**config.mk**
```make
export PLATFORM = sky130hd
export DESIGN_NAME = controlBlock
export DESIGN_NICKNAME = d
export VERILOG_FILES = /design/src/isaPkg.sv /design/src/ctrlPkg.sv /design/src/instrClassify.sv /design/src/aluCtrlDecode.sv /design/src/writeCtrlDecode.sv /design/src/flowCtrlDecode.sv /design/src/controlBlock.sv
export VERILOG_INCLUDE_DIRS = /design/src
export SDC_FILE = /design/constraint.sdc
export NUM_CORES = 1
export LEC_CHECK = 0
export ABC_AREA = 1
export BUFFER_PORTS_ARGS = -buffer_cell sky130_fd_sc_hd__buf_2
export CAP_MARGIN = 20
export CORE_MARGIN = 8
export CORE_UTILIZATION = 48
export DETAILED_ROUTE_END_ITERATION = 12
export GPL_TIMING_DRIVEN = 1
export PLACE_DENSITY = 0.8
export SLEW_MARGIN = 20
export SYNTH_ARGS = -nofsm -noshare
export SYNTH_HDL_FRONTEND = slang
export SYNTH_SLANG_ARGS = --single-unit
```
**constraint.sdc**
```tcl
create_clock -name vclk -period 6.8
set_input_delay 1.02 -clock vclk [all_inputs]
set_output_delay 1.02 -clock vclk [all_outputs]
set_load 0.02 [all_outputs]
```
**src/controlBlock_params.svh**
```systemverilog
`ifndef CONTROLBLOCK_PARAMS_SVH
`define CONTROLBLOCK_PARAMS_SVH

// instruction word and its fields
`define INSTR_W 16
`define OPCODE_W 5
`define FUNC_W 2
`define REG_W 3

// alu control widths
`define ALUOP_W 4
// shared by aluSrc and regWrtSrc
`define SRC_W 3

// branch condition select
`define BR_W 3

`endif

```
**src/isaPkg.sv**
```systemverilog
`default_nettype none

`include "controlBlock_params.svh"

package isaPkg;

    // opcode encodings of the teaching isa
    typedef enum logic [`OPCODE_W-1:0] {
        OP_HALT = 5'b00000, OP_NOP = 5'b00001, OP_SIIC = 5'b00010, OP_RTI = 5'b00011,
        OP_J = 5'b00100, OP_JR = 5'b00101, OP_JAL = 5'b00110, OP_JALR = 5'b00111,
        OP_ADDI = 5'b01000, OP_SUBI = 5'b01001, OP_XORI = 5'b01010, OP_ANDNI = 5'b01011,
        OP_BEQZ = 5'b01100, OP_BNEZ = 5'b01101, OP_BLTZ = 5'b01110, OP_BGEZ = 5'b01111,
        OP_ST = 5'b10000, OP_LD = 5'b10001, OP_SLBI = 5'b10010, OP_STU = 5'b10011,
        OP_ROLI = 5'b10100, OP_SLLI = 5'b10101, OP_RORI = 5'b10110, OP_SRLI = 5'b10111,
        OP_LBI = 5'b11000, OP_BTR = 5'b11001, OP_ALU_OP2 = 5'b11010, OP_ALU_OP1 = 5'b11011,
        OP_SEQ = 5'b11100, OP_SLT = 5'b11101, OP_SLE = 5'b11110, OP_SCO = 5'b11111
    } opCodeT;

    // func codes under ALU_OP1
    localparam logic [`FUNC_W-1:0] FUNC_ADD = 2'h0;
    localparam logic [`FUNC_W-1:0] FUNC_SUB = 2'h1;
    localparam logic [`FUNC_W-1:0] FUNC_XOR = 2'h2;
    localparam logic [`FUNC_W-1:0] FUNC_ANDN = 2'h3;

    // func codes under ALU_OP2
    localparam logic [`FUNC_W-1:0] FUNC_ROL = 2'h0;
    localparam logic [`FUNC_W-1:0] FUNC_SLL = 2'h1;
    localparam logic [`FUNC_W-1:0] FUNC_ROR = 2'h2;
    localparam logic [`FUNC_W-1:0] FUNC_SRL = 2'h3;

    // one member per decoded instruction
    typedef enum logic [5:0] {
        KIND_BTR, KIND_ADD, KIND_SUB, KIND_XOR, KIND_ANDN,
        KIND_ROL, KIND_SLL, KIND_ROR, KIND_SRL,
        KIND_SEQ, KIND_SLT, KIND_SLE, KIND_SCO,
        KIND_ADDI, KIND_SUBI, KIND_XORI, KIND_ANDNI,
        KIND_ROLI, KIND_SLLI, KIND_RORI, KIND_SRLI,
        KIND_ST, KIND_LD, KIND_STU,
        KIND_LBI, KIND_SLBI, KIND_JR, KIND_JALR,
        KIND_BEQZ, KIND_BNEZ, KIND_BLTZ, KIND_BGEZ,
        KIND_J, KIND_JAL, KIND_HALT, KIND_NOP,
        KIND_ILLEGAL
    } instrKindT;

    typedef struct packed {
        opCodeT opCode;
        logic [`REG_W-1:0] rs;
        logic [`REG_W-1:0] rt;
        logic [`REG_W-1:0] rd;
        logic [`FUNC_W-1:0] func;
    } rViewT;

    // imm5 takes what is left after opcode and two register fields
    typedef struct packed {
        opCodeT opCode;
        logic [`REG_W-1:0] rs;
        logic [`REG_W-1:0] rd;
        logic [`INSTR_W-`OPCODE_W-2*`REG_W-1:0] imm5;
    } iViewT;

    typedef union packed {
        rViewT rView;
        iViewT iView;
    } instrWordT;

endpackage

`default_nettype wire

```
**src/ctrlPkg.sv**
```systemverilog
`default_nettype none

`include "controlBlock_params.svh"

package ctrlPkg;

    // alu operation codes
    localparam logic [`ALUOP_W-1:0] ALUOP_ROL = 4'd0;
    localparam logic [`ALUOP_W-1:0] ALUOP_SLL = 4'd1;
    localparam logic [`ALUOP_W-1:0] ALUOP_SRL = 4'd3;
    localparam logic [`ALUOP_W-1:0] ALUOP_ADD = 4'd4;
    localparam logic [`ALUOP_W-1:0] ALUOP_XOR = 4'd6;
    localparam logic [`ALUOP_W-1:0] ALUOP_ANDN = 4'd7;
    localparam logic [`ALUOP_W-1:0] ALUOP_ROR = 4'd8;

    // alu b-operand source
    localparam logic [`SRC_W-1:0] ALUSRC_IMM_SEXT = 3'd0;
    localparam logic [`SRC_W-1:0] ALUSRC_IMM_ZEXT = 3'd1;
    localparam logic [`SRC_W-1:0] ALUSRC_RT = 3'd4;
    localparam logic [`SRC_W-1:0] ALUSRC_ZERO = 3'd5;

    // destination register select
    localparam logic [1:0] DST_I_RD = 2'd0;
    localparam logic [1:0] DST_RS = 2'd1;
    localparam logic [1:0] DST_R_RD = 2'd2;
    localparam logic [1:0] DST_LINK = 2'd3;

    // register write data source
    localparam logic [`SRC_W-1:0] WSRC_MEM = 3'd0;
    localparam logic [`SRC_W-1:0] WSRC_ALU = 3'd1;
    localparam logic [`SRC_W-1:0] WSRC_PC = 3'd2;
    localparam logic [`SRC_W-1:0] WSRC_SET = 3'd3;
    localparam logic [`SRC_W-1:0] WSRC_LBI = 3'd4;
    localparam logic [`SRC_W-1:0] WSRC_SLBI = 3'd5;
    localparam logic [`SRC_W-1:0] WSRC_BTR = 3'd6;

    typedef enum logic [`BR_W-1:0] {
        NOBR = 3'd0,
        EQZ = 3'd1,
        NEZ = 3'd2,
        LTZ = 3'd3,
        GEQZ = 3'd4
    } brTypeT;

    typedef struct packed {
        logic [`ALUOP_W-1:0] aluOp;
        logic [`SRC_W-1:0] aluSrc;
        logic invA;
        logic invB;
        logic cin;
        logic sign;
    } aluCtrlT;

    typedef struct packed {
        logic regWrt;
        logic [1:0] regDst;
        logic [`SRC_W-1:0] regWrtSrc;
        logic memWrt;
        logic memEn;
    } writeCtrlT;

    typedef struct packed {
        logic jump;
        logic ret;
        logic pcOffSel;
        brTypeT brType;
    } flowCtrlT;

endpackage

`default_nettype wire

```
**src/instrClassify.sv**
```systemverilog
`timescale 1ns/1ps
`default_nettype none

module instrClassify (
    input  isaPkg::instrWordT instr,
    output isaPkg::instrKindT instrKind,
    output logic halt,
    output logic err
);
    import isaPkg::*;

    always_comb begin
        instrKind = KIND_ILLEGAL;
        case (instr.iView.opCode)
            // func only matters for the two r-format alu groups
            OP_BTR: instrKind = KIND_BTR;
            OP_ALU_OP1: begin
                case (instr.rView.func)
                    FUNC_ADD: instrKind = KIND_ADD;
                    FUNC_SUB: instrKind = KIND_SUB;
                    FUNC_XOR: instrKind = KIND_XOR;
                    FUNC_ANDN: instrKind = KIND_ANDN;
                endcase
            end
            OP_ALU_OP2: begin
                case (instr.rView.func)
                    FUNC_ROL: instrKind = KIND_ROL;
                    FUNC_SLL: instrKind = KIND_SLL;
                    FUNC_ROR: instrKind = KIND_ROR;
                    FUNC_SRL: instrKind = KIND_SRL;
                endcase
            end
            OP_SEQ: instrKind = KIND_SEQ;
            OP_SLT: instrKind = KIND_SLT;
            OP_SLE: instrKind = KIND_SLE;
            OP_SCO: instrKind = KIND_SCO;

            // i1
            OP_ADDI: instrKind = KIND_ADDI;
            OP_SUBI: instrKind = KIND_SUBI;
            OP_XORI: instrKind = KIND_XORI;
            OP_ANDNI: instrKind = KIND_ANDNI;
            OP_ROLI: instrKind = KIND_ROLI;
            OP_SLLI: instrKind = KIND_SLLI;
            OP_RORI: instrKind = KIND_RORI;
            OP_SRLI: instrKind = KIND_SRLI;
            OP_ST: instrKind = KIND_ST;
            OP_LD: instrKind = KIND_LD;
            OP_STU: instrKind = KIND_STU;

            // i2
            OP_LBI: instrKind = KIND_LBI;
            OP_SLBI: instrKind = KIND_SLBI;
            OP_JR: instrKind = KIND_JR;
            OP_JALR: instrKind = KIND_JALR;
            OP_BEQZ: instrKind = KIND_BEQZ;
            OP_BNEZ: instrKind = KIND_BNEZ;
            OP_BLTZ: instrKind = KIND_BLTZ;
            OP_BGEZ: instrKind = KIND_BGEZ;

            // j
            OP_J: instrKind = KIND_J;
            OP_JAL: instrKind = KIND_JAL;

            OP_HALT: instrKind = KIND_HALT;
            OP_NOP: instrKind = KIND_NOP;

            // SIIC and RTI are not supported
            default: instrKind = KIND_ILLEGAL;
        endcase
    end

    assign halt = (instrKind == KIND_HALT);
    assign err = (instrKind == KIND_ILLEGAL);

endmodule

`default_nettype wire

```
**src/aluCtrlDecode.sv**
```systemverilog
`timescale 1ns/1ps
`default_nettype none

module aluCtrlDecode (
    input  isaPkg::instrKindT instrKind,
    output ctrlPkg::aluCtrlT aluCtrl
);
    import isaPkg::*;
    import ctrlPkg::*;

    always_comb begin
        // add on rt unless told otherwise
        case (instrKind)
            KIND_ROL, KIND_ROLI: aluCtrl.aluOp = ALUOP_ROL;
            KIND_SLL, KIND_SLLI: aluCtrl.aluOp = ALUOP_SLL;
            KIND_SRL, KIND_SRLI: aluCtrl.aluOp = ALUOP_SRL;
            KIND_XOR, KIND_XORI: aluCtrl.aluOp = ALUOP_XOR;
            KIND_ANDN, KIND_ANDNI: aluCtrl.aluOp = ALUOP_ANDN;
            KIND_ROR, KIND_RORI: aluCtrl.aluOp = ALUOP_ROR;
            default: aluCtrl.aluOp = ALUOP_ADD;
        endcase

        case (instrKind)
            // arithmetic and address immediates are sign extended
            KIND_ADDI, KIND_SUBI, KIND_ST, KIND_LD, KIND_STU:
                aluCtrl.aluSrc = ALUSRC_IMM_SEXT;
            KIND_XORI, KIND_ANDNI, KIND_ROLI, KIND_SLLI, KIND_RORI, KIND_SRLI:
                aluCtrl.aluSrc = ALUSRC_IMM_ZEXT;
            // branches test rs against zero
            KIND_BEQZ, KIND_BNEZ, KIND_BLTZ, KIND_BGEZ:
                aluCtrl.aluSrc = ALUSRC_ZERO;
            default: aluCtrl.aluSrc = ALUSRC_RT;
        endcase

        // subtract as ~a + b + 1
        aluCtrl.invA = instrKind inside {KIND_SUB, KIND_SUBI};
        aluCtrl.invB = instrKind inside {KIND_ANDN, KIND_ANDNI, KIND_SEQ, KIND_SLT, KIND_SLE};
        aluCtrl.cin = instrKind inside {KIND_SUB, KIND_SUBI, KIND_SEQ, KIND_SLT, KIND_SLE};
        aluCtrl.sign = instrKind inside {KIND_ADD, KIND_SUB, KIND_SEQ, KIND_SLT, KIND_SLE,
                                         KIND_ADDI, KIND_SUBI, KIND_STU,
                                         KIND_BEQZ, KIND_BNEZ, KIND_BLTZ, KIND_BGEZ};
    end

endmodule

`default_nettype wire

```
**src/writeCtrlDecode.sv**
```systemverilog
`timescale 1ns/1ps
`default_nettype none

module writeCtrlDecode (
    input  isaPkg::instrKindT instrKind,
    output ctrlPkg::writeCtrlT writeCtrl
);
    import isaPkg::*;
    import ctrlPkg::*;

    always_comb begin
        // everything else writes a register
        writeCtrl.regWrt = !(instrKind inside {KIND_ST, KIND_JR, KIND_J,
                                               KIND_BEQZ, KIND_BNEZ, KIND_BLTZ, KIND_BGEZ,
                                               KIND_HALT, KIND_NOP, KIND_ILLEGAL});

        case (instrKind)
            KIND_ADDI, KIND_SUBI, KIND_XORI, KIND_ANDNI,
            KIND_ROLI, KIND_SLLI, KIND_RORI, KIND_SRLI, KIND_LD:
                writeCtrl.regDst = DST_I_RD;
            KIND_STU, KIND_LBI, KIND_SLBI:
                writeCtrl.regDst = DST_RS;
            KIND_BTR, KIND_ADD, KIND_SUB, KIND_XOR, KIND_ANDN,
            KIND_ROL, KIND_SLL, KIND_ROR, KIND_SRL,
            KIND_SEQ, KIND_SLT, KIND_SLE, KIND_SCO:
                writeCtrl.regDst = DST_R_RD;
            // link register
            KIND_JALR, KIND_JAL:
                writeCtrl.regDst = DST_LINK;
            default: writeCtrl.regDst = 2'd0;
        endcase

        case (instrKind)
            KIND_LD: writeCtrl.regWrtSrc = WSRC_MEM;
            KIND_ADD, KIND_SUB, KIND_XOR, KIND_ANDN,
            KIND_ROL, KIND_SLL, KIND_ROR, KIND_SRL,
            KIND_ADDI, KIND_SUBI, KIND_XORI, KIND_ANDNI,
            KIND_ROLI, KIND_SLLI, KIND_RORI, KIND_SRLI, KIND_STU:
                writeCtrl.regWrtSrc = WSRC_ALU;
            KIND_JAL, KIND_JALR: writeCtrl.regWrtSrc = WSRC_PC;
            KIND_SEQ, KIND_SLT, KIND_SLE, KIND_SCO:
                writeCtrl.regWrtSrc = WSRC_SET;
            KIND_LBI: writeCtrl.regWrtSrc = WSRC_LBI;
            KIND_SLBI: writeCtrl.regWrtSrc = WSRC_SLBI;
            KIND_BTR: writeCtrl.regWrtSrc = WSRC_BTR;
            default: writeCtrl.regWrtSrc = 3'd0;
        endcase

        // STU also writes back the updated base
        writeCtrl.memEn = instrKind inside {KIND_ST, KIND_LD, KIND_STU};
        writeCtrl.memWrt = instrKind inside {KIND_ST, KIND_STU};
    end

endmodule

`default_nettype wire

```
**src/flowCtrlDecode.sv**
```systemverilog
`timescale 1ns/1ps
`default_nettype none

module flowCtrlDecode (
    input  isaPkg::instrKindT instrKind,
    output ctrlPkg::flowCtrlT flowCtrl
);
    import isaPkg::*;
    import ctrlPkg::*;

    always_comb begin
        flowCtrl.jump = instrKind inside {KIND_JR, KIND_JALR, KIND_J, KIND_JAL};
        // target comes from a register
        flowCtrl.ret = instrKind inside {KIND_JR, KIND_JALR};
        // pc-relative displacement
        flowCtrl.pcOffSel = instrKind inside {KIND_J, KIND_JAL};

        case (instrKind)
            KIND_BEQZ: flowCtrl.brType = EQZ;
            KIND_BNEZ: flowCtrl.brType = NEZ;
            KIND_BLTZ: flowCtrl.brType = LTZ;
            KIND_BGEZ: flowCtrl.brType = GEQZ;
            default: flowCtrl.brType = NOBR;
        endcase
    end

endmodule

`default_nettype wire

```
**src/controlBlock.sv**
```systemverilog
`timescale 1ns/1ps
`default_nettype none

module controlBlock (
    input  isaPkg::instrWordT instr,
    output ctrlPkg::aluCtrlT aluCtrl,
    output ctrlPkg::writeCtrlT writeCtrl,
    output ctrlPkg::flowCtrlT flowCtrl,
    output logic halt,
    output logic err
);
    import isaPkg::*;

    instrKindT instrKind;

    // only the classifier looks at opcode and func
    instrClassify u_instrClassify (
        .instr(instr),
        .instrKind(instrKind),
        .halt(halt),
        .err(err)
    );

    aluCtrlDecode u_aluCtrlDecode (
        .instrKind(instrKind),
        .aluCtrl(aluCtrl)
    );

    writeCtrlDecode u_writeCtrlDecode (
        .instrKind(instrKind),
        .writeCtrl(writeCtrl)
    );

    flowCtrlDecode u_flowCtrlDecode (
        .instrKind(instrKind),
        .flowCtrl(flowCtrl)
    );

endmodule

`default_nettype wire

```
; Word level (Yosys, flattened, before mapping)
; Memory sizes are Yosys's and may differ from the RTL's.
; Cells that the tools add are included.
[classes]
n_reduce_logical = 13
n_eq_ne = 55
mux = 6
[ops]
columns = operator, n
row1 = case mux 6 bit (30 select lines), 1
row2 = "== test 5 bit, second input constant", 16
row3 = "== test 6 x 5 -> 1 bit, second input constant", 10
row4 = case mux 6 bit (4 select lines), 2
row5 = "== test 5 x 4 -> 1 bit, second input constant", 8
row6 = "== test 6 x 4 -> 1 bit, second input constant", 5
row7 = "== test 6 bit, second input constant", 5
row8 = "== test 5 x 3 -> 1 bit, second input constant", 4
row9 = case mux 3 bit (4 select lines), 1
row10 = nonzero test 12 bit, 1
row11 = nonzero test 10 bit, 1
row12 = nonzero test 5 bit, 2
row13 = nonzero test 2 bit, 4
row14 = "== test 6 x 1 -> 1 bit, second input constant", 1
row15 = "== test 6 x 2 -> 1 bit, second input constant", 1
row16 = "== test 6 x 3 -> 1 bit, second input constant", 1
row17 = "== test 5 x 1 -> 1 bit, second input constant", 1
row18 = logical NOT 5 bit, 1
row19 = "== test 2 bit, second input constant", 2
row20 = 2-to-1 mux 4 bit, 1
row21 = nonzero test 4 bit, 1
row22 = 2-to-1 mux 3 bit, 1
row23 = nonzero test 3 bit, 1
row24 = "== test 2 x 1 -> 1 bit, second input constant", 1
row25 = other kinds (2), 2
[word_totals]
mem_bits_ro = 512
inputBits = 16
reg_bits = 0
mem_count = 4
word_cells = 78
out_inout_bits = 27
[memory_table]
columns = memory, words, width, rd, rd_clocked_by_memory_dff, write_ports, line
row1 = (no name shown), 64, 3, 1, 0, 0, writeCtrlDecode.sv:33  ; case (instrKind)
row2 = (no name shown), 32, 4, 1, 0, 0, aluCtrlDecode.sv:13  ; case (instrKind)
row3 = (no name shown), 64, 2, 1, 0, 0, writeCtrlDecode.sv:17  ; case (instrKind)
row4 = (no name shown), 32, 2, 1, 0, 0, aluCtrlDecode.sv:23  ; case (instrKind)

; Logic depth before layout (Yosys ltp)
; Gate-level depths: netlist of run 1.
[depth]
word_depth = 6
ltp_mapped = 17
ltp_nobuf = 17

; Hierarchy
; From an unflattened synthesis of run 1, not the netlist that was laid out.
[hier_totals]
hier_cells = 247
area_unflattened_um2 = 1223.7
[modules_own_cells]
columns = mod, cells_each, area_per_inst_um2, n_inst, seq_area_each_um2
row1 = instrClassify, 90, 422.9, 1, 0.0
row2 = aluCtrlDecode, 71, 359.1, 1, 0.0
row3 = writeCtrlDecode, 63, 350.3, 1, 0.0
row4 = flowCtrlDecode, 23, 91.3, 1, 0.0

; Worst setup path before layout of run 1
; Ideal clock, no wire load.
[synth_path]
path_kind = input port to output port
startpoint = input port instr[11] (netlist bit)
endpoint = output port writeCtrl[6] (netlist bit)
cell_stages = 15
t_required_ns = 5.780
arrival_time_ns = 3.064
path_buffers = 1
path_slack_ns = 2.716
path_cell_list = buf_4 -> inv_1 -> nand2_2 -> inv_1 -> nand3_1 -> nand2_1 -> nor2_1 -> nand3_2 -> inv_1 -> ha_1 -> inv_1 -> ha_1 -> nand2_1 -> nand2_1 -> o21ai_0
[synth_rtl]
columns = item, line
row1 = start: declaration, controlBlock.sv:5  ; input isaPkg::instrWordT instr,
row2 = end: declaration, controlBlock.sv:7  ; output ctrlPkg::writeCtrlT writeCtrl,

==> results of run 1 <==
-- final cells by class --
class | count | area [um^2] | area share [%]
Timing Repair Buffer | 33 | 165.2 | 11.26
Inverter | 33 | 126.4 | 8.618
Tap cell | 31 | 38.79 | 2.645
Multi-Input combinational cell | 194 | 1136 | 77.47
-- worst paths after layout --
path          to  depth (start not counted)      start
max   aluCtrl[9]                         16  instr[15]
min         halt                          5  instr[12]
-- where the power goes --
group | total [mW] | switching (mW) | internal (mW)
sequential | 0 | 0 | 0
combinational | 0.150 | 0.105 | 0.0460
clock | 0 | 0 | 0
-- layer usage --
metal	track usage (%)	up-vias
met1	20.35	690
met4	1.023	0
li1	-	807
met5	0	-
met3	0.4910	0
met2	29.15	38
-- worst max-delay path: cells and delay by family --
family          cells  cell delay (ns)
buf+inv             6             1.11
compound gates      2             0.14
simple gates        6             0.73
fa+ha+maj           2             0.60
-- through the flow --
step | area, um^2 | hold WS (ns) | std cells | util, %
2_1_floorplan | 1318 | 2.232 | 234 | -
6_report | 1466 | 2.608 | 291 | 54.59
5_1_grt | 1466 | 2.648 | 291 | 54.59
3_3_place_gp | 1466 | 2.611 | 291 | 54.59
3_5_place_dp | 1466 | 2.606 | 291 | 54.59
4_1_cts | 1466 | 2.605 | 291 | 54.59
-- cell families after synthesis --
kind of cell             after synthesis
AO/OA/AOI/OAI                         25
buffers and inverters                 40
other                                  1
AND/OR/NAND/NOR                      157
adder cells (fa/ha/maj)               11
-- cells in the final DEF, fill, tap and decap left out, types with 4 or more instances in the layout --
cell | Yosys | layout
buf_2 | 2 | 33
ha_1 | 11 | 11
inv_1 | 23 | 23
inv_2 | 9 | 9
nand2_1 | 57 | 57
nand2_2 | 7 | 7
nand2_4 | 4 | 4
nand3_1 | 32 | 32
nand3_2 | 10 | 10
nand4_1 | 5 | 5
nor2_1 | 21 | 21
nor2_2 | 10 | 10
nor2_4 | 6 | 6
o21ai_0 | 12 | 12
==> results.sh, run 1 <==
export IMPL_yosysMostFrequentCell="nand2_1"
export IMPL_fillers=290
export IMPL_synth_simple_area_share_pct=64.20
export IMPL_core_area_um2=2686
export IMPL_antenna_cells=0
export IMPL_hold_violations=0
export IMPL_drt_total_wl_um=3507
export IMPL_postCtsHoldBufs=0
export IMPL_synth_xor_area_share_pct=0
export IMPL_totalPowerFinal_mw=0.1505
export IMPL_pin_count=43
export IMPL_start_util_pct=49.05
export IMPL_synth_cell_types=31
export IMPL_dr_first_iter_drc_count=126
export IMPL_worst_slack_ns=2.155
export IMPL_fin_crit_sh_pct=68.31
export IMPL_endpoint_kind="primary output"
export IMPL_synth_area_mux_share_pct=0
export IMPL_ys_warn_count=0
export IMPL_drive_above_1_share_pct=32.69
export IMPL_path_max_fanout=20
export IMPL_die_w_um=68.39
export IMPL_seq_area_frac_synth_pct=0
export IMPL_cp_start_kind="input pin"
export IMPL_wl_met1_um=1589
export IMPL_wl_met2_um=1750
export IMPL_grtUsageTotal_pct=15.76
export IMPL_slew_viol_final=0
export IMPL_avgRoutedWirePerCell_um=12.05
export IMPL_vias=1535
export IMPL_cp_slowest_cell="ha_1"
export IMPL_gp_congestion=0.9226
export IMPL_fin_crit_ns=4.645
export IMPL_syn_area_um2=1318
export IMPL_hpwlAfterDp_um=2949
export IMPL_drc_errors=0
export IMPL_setup_viol=0
export IMPL_overflow=0
export IMPL_max_stage_delay_ns=0.35
export IMPL_rsz0062_at_grt="false"
export IMPL_yosys_top_cells_count="nand2_1 (57), nand3_1 (32), inv_1 (23), nor2_1 (21), o21ai_0 (12)"
export IMPL_portBuffers=33
export IMPL_top_layer="met3"
export IMPL_met3_length_um=166
export IMPL_antenna_found_initial=0
export IMPL_power_leakage_nw=0.8965
export IMPL_synth_compound_area_share_pct=11.30
export IMPL_ant_nets=0
export IMPL_grt_start_max_net_pins=21
export IMPL_via_per_inst=5.275
export IMPL_cpMostUsedCell="inv_1"
export IMPL_synth_top_family_by_area="simple AND/OR/NAND/NOR gates"
export IMPL_cts_resized_gates=0
export IMPL_synth_top_area_cell="nand2_1"
export IMPL_worstPathArrival_ns=3.62
export IMPL_clock_buffers=0
export IMPL_syn_inst=234
export IMPL_grt_pass1_vias=1439
export IMPL_regArea_um2=0
export IMPL_dp_slack_ns=2.213
export IMPL_num_rows=19
export IMPL_syn_to_final_growth_pct=11.30
export IMPL_p_per_area_nw_per_um2=102.6
export IMPL_clock_fmax_mhz=215.3
export IMPL_cts_setup_buffers=0
export IMPL_required_ns=5.78
export IMPL_design_seq_count=0
export IMPL_ir_drop_mv=0.06684
export IMPL_grt_pass1_wl_um=6168
export IMPL_synth_fp_nets=261
export IMPL_nets=289
export IMPL_timing_worst_setup_path_type="input pin to primary output"
export IMPL_firstDrtPassIters=4
export IMPL_syn_area_per_cell_um2=5.630
export IMPL_path_cells="buf_2 > inv_1 > nand3_1 > nand2_1 > nor2_1 > nand3_2 > inv_1 > ha_1 > inv_1 > ha_1 > nor2_2 > nor2_1 > o21ai_1 > o21ai_1 > inv_1 > buf_2"
export IMPL_synth_fa_ha_area_share_pct=10.45
export IMPL_max_cap_violations=0
export IMPL_die_area_um2=4677
export IMPL_hold_path_class="input pin to primary output"
export IMPL_die_y_um=68.39
export IMPL_fin_tns_setup_ns=0
export IMPL_outcome="finished, final reports clean"
export IMPL_synth_area_leaders="nand2_1 (16%), nand3_1 (12%), ha_1 (10%), nand3_2 (7.6%), inv_1 (6.6%)"
export IMPL_synth_top_area_share_pct=16.24
(Power assumes the default switching activity.)
==> run 2: changes to the inputs <==
clock period = 4.5 ns   (was 6.8 ns; I/O delays follow)
==> run 2 against run 1 <==
Setup slack lost 1.6 ns. Combinational power grew 52%. Routed wire length up 0.88%. First-iteration DRC count fell by 17%. Count of clock-buffer cells in the layout unchanged. Critical endpoint is now writeCtrl[6]. Largest power group unchanged. Highest routed layer unchanged.
==> results.sh, run 2 (same netlist as run 1, synthesis figures left out) <==
export IMPL_p_seq_share_pct=0
export IMPL_power_leakage_nw=0.8965
export IMPL_final_common_cell="nand2_1"
export IMPL_syn_to_final_growth_pct=11.30
export IMPL_regArea_um2=0
export IMPL_drive_above_1_share_pct=32.69
export IMPL_path_max_fanout=20
export IMPL_max_stage_delay_ns=0.34
export IMPL_fin_crit_sh_pct=87.89
export IMPL_holdPathEnd="halt"
export IMPL_via_per_inst=5.402
export IMPL_clkPwrFrac_pct=0
export IMPL_dp_slack_ns=0.5949
export IMPL_design_seq_count=0
export IMPL_portBuffers=33
export IMPL_hold_path_class="input pin to primary output"
export IMPL_dr_first_iter_drc_count=105
export IMPL_hold_path_cell_count=5
export IMPL_min_delay_start="instr[12]"
export IMPL_antenna_found_initial=0
export IMPL_die_area_um2=4677
export IMPL_drc_errors=0
export IMPL_outcome="finished, final reports clean"
export IMPL_required_ns=3.83
export IMPL_dp_cells=291
export IMPL_grt_pass1_wl_um=6265
export IMPL_vias=1572
export IMPL_slew_viol_final=0
export IMPL_swShare_pct=69.44
export IMPL_totalPowerFinal_mw=0.2276
export IMPL_grt_pass1_vias=1453
export IMPL_ir_drop_mv=0.1378
export IMPL_grt_start_max_net_pins=21
export IMPL_cts_resized_gates=0
export IMPL_worstPathArrival_ns=3.28
export IMPL_avgRoutedWirePerCell_um=12.16
export IMPL_antenna_cells=0
export IMPL_rsz0062_at_grt="false"
export IMPL_setup_viol=0
export IMPL_die_w_um=68.39
export IMPL_clock_fmax_mhz=252.8
export IMPL_die_y_um=68.39
export IMPL_firstDrtPassIters=4
export IMPL_fin_tns_setup_ns=0
export IMPL_grtUsageTotal_pct=15.89
export IMPL_fin_crit_ns=3.955
export IMPL_postCtsHoldBufs=0
export IMPL_pwr_share_comb_pct=100.0
export IMPL_max_cap_violations=0
export IMPL_endpoint_kind="primary output"
export IMPL_cp_start_kind="input pin"
export IMPL_pin_count=43
export IMPL_path_cells="buf_2 > inv_1 > nand3_1 > nand2_1 > nor2_1 > nand3_2 > inv_1 > ha_1 > inv_1 > ha_1 > nand2_1 > nand2_1 > o21ai_0 > buf_2"
export IMPL_core_area_um2=2686
export IMPL_instances_no_fill=291
export IMPL_cts_setup_buffers=0
export IMPL_ant_nets=0
export IMPL_worst_slack_ns=0.5450
export IMPL_p_per_area_nw_per_um2=155.2
export IMPL_drt_total_wl_um=3538
export IMPL_gp_congestion=0.9207
export IMPL_clock_buffers=0
export IMPL_p_int_mw=0.06957
export IMPL_start_util_pct=49.05
export IMPL_final_cell_mix="nand2_1 (57), buf_2 (33), nand3_1 (32)"
export IMPL_cp_slowest_cell="buf_2"
export IMPL_overflow=0
export IMPL_hold_violations=0
export IMPL_timing_worst_setup_path_type="input pin to primary output"
export IMPL_p_sw_mw=0.1581
export IMPL_num_rows=19
export IMPL_hold_slack_ns=1.917
export IMPL_nets=289
export IMPL_hpwlAfterDp_um=2979
run 2: how the worst max path moves through the flow:
stage	startpoint	endpoint	slack [ns]	cells past startpoint
after global routing	instr[15]	writeCtrl[6]	0.26	14
after detailed placement	instr[15]	writeCtrl[6]	0.59	14
after global placement	instr[15]	writeCtrl[6]	0.61	14
after floorplan	instr[11]	writeCtrl[6]	1.11	15
after CTS	instr[15]	writeCtrl[6]	0.59	14
final	instr[15]	writeCtrl[6]	0.55	14
run 2: per-layer routing:
metal	vias to the layer above	share of wire, %	GRT usage (%)
met5	-	0	0
met4	0	0	0.7673
met3	0	5.1	0.6547
met2	37	51	29.27
met1	724	44	20.63
li1	811	-	-
run 2: critical path, delay by kind of cell:
kind,cells,cell delay [ns]
fa+ha+maj,2,0.57
compound gates,1,0.20
buf+inv,5,1.13
simple gates,6,0.71
run 2: cell type report:
type                       instances  area (um^2)
inverter                          33        126.4
timing repair buffer              33        165.2
tap                               31        38.79
fill                             292         1220
multi-input combinational        194         1136
run 2: power groups by stage:
| stage | Clock [mW] | Sequential (mW) | Combinational, mW |
|---|---|---|---|
| floorplan | 0 | 0 | 0.175 |
| global placement | 0 | 0 | 0.224 |
| detailed placement | 0 | 0 | 0.227 |
| CTS | 0 | 0 | 0.227 |
| global route | 0 | 0 | 0.255 |
| finish | 0 | 0 | 0.228 |
run 2: metrics by stage:
step	cell area (um^2)	utilization, %
global route	1466	54.59
detailed placement	1466	54.59
finish	1466	54.59
floorplan	1318	-
CTS	1466	54.59
global placement	1466	54.59
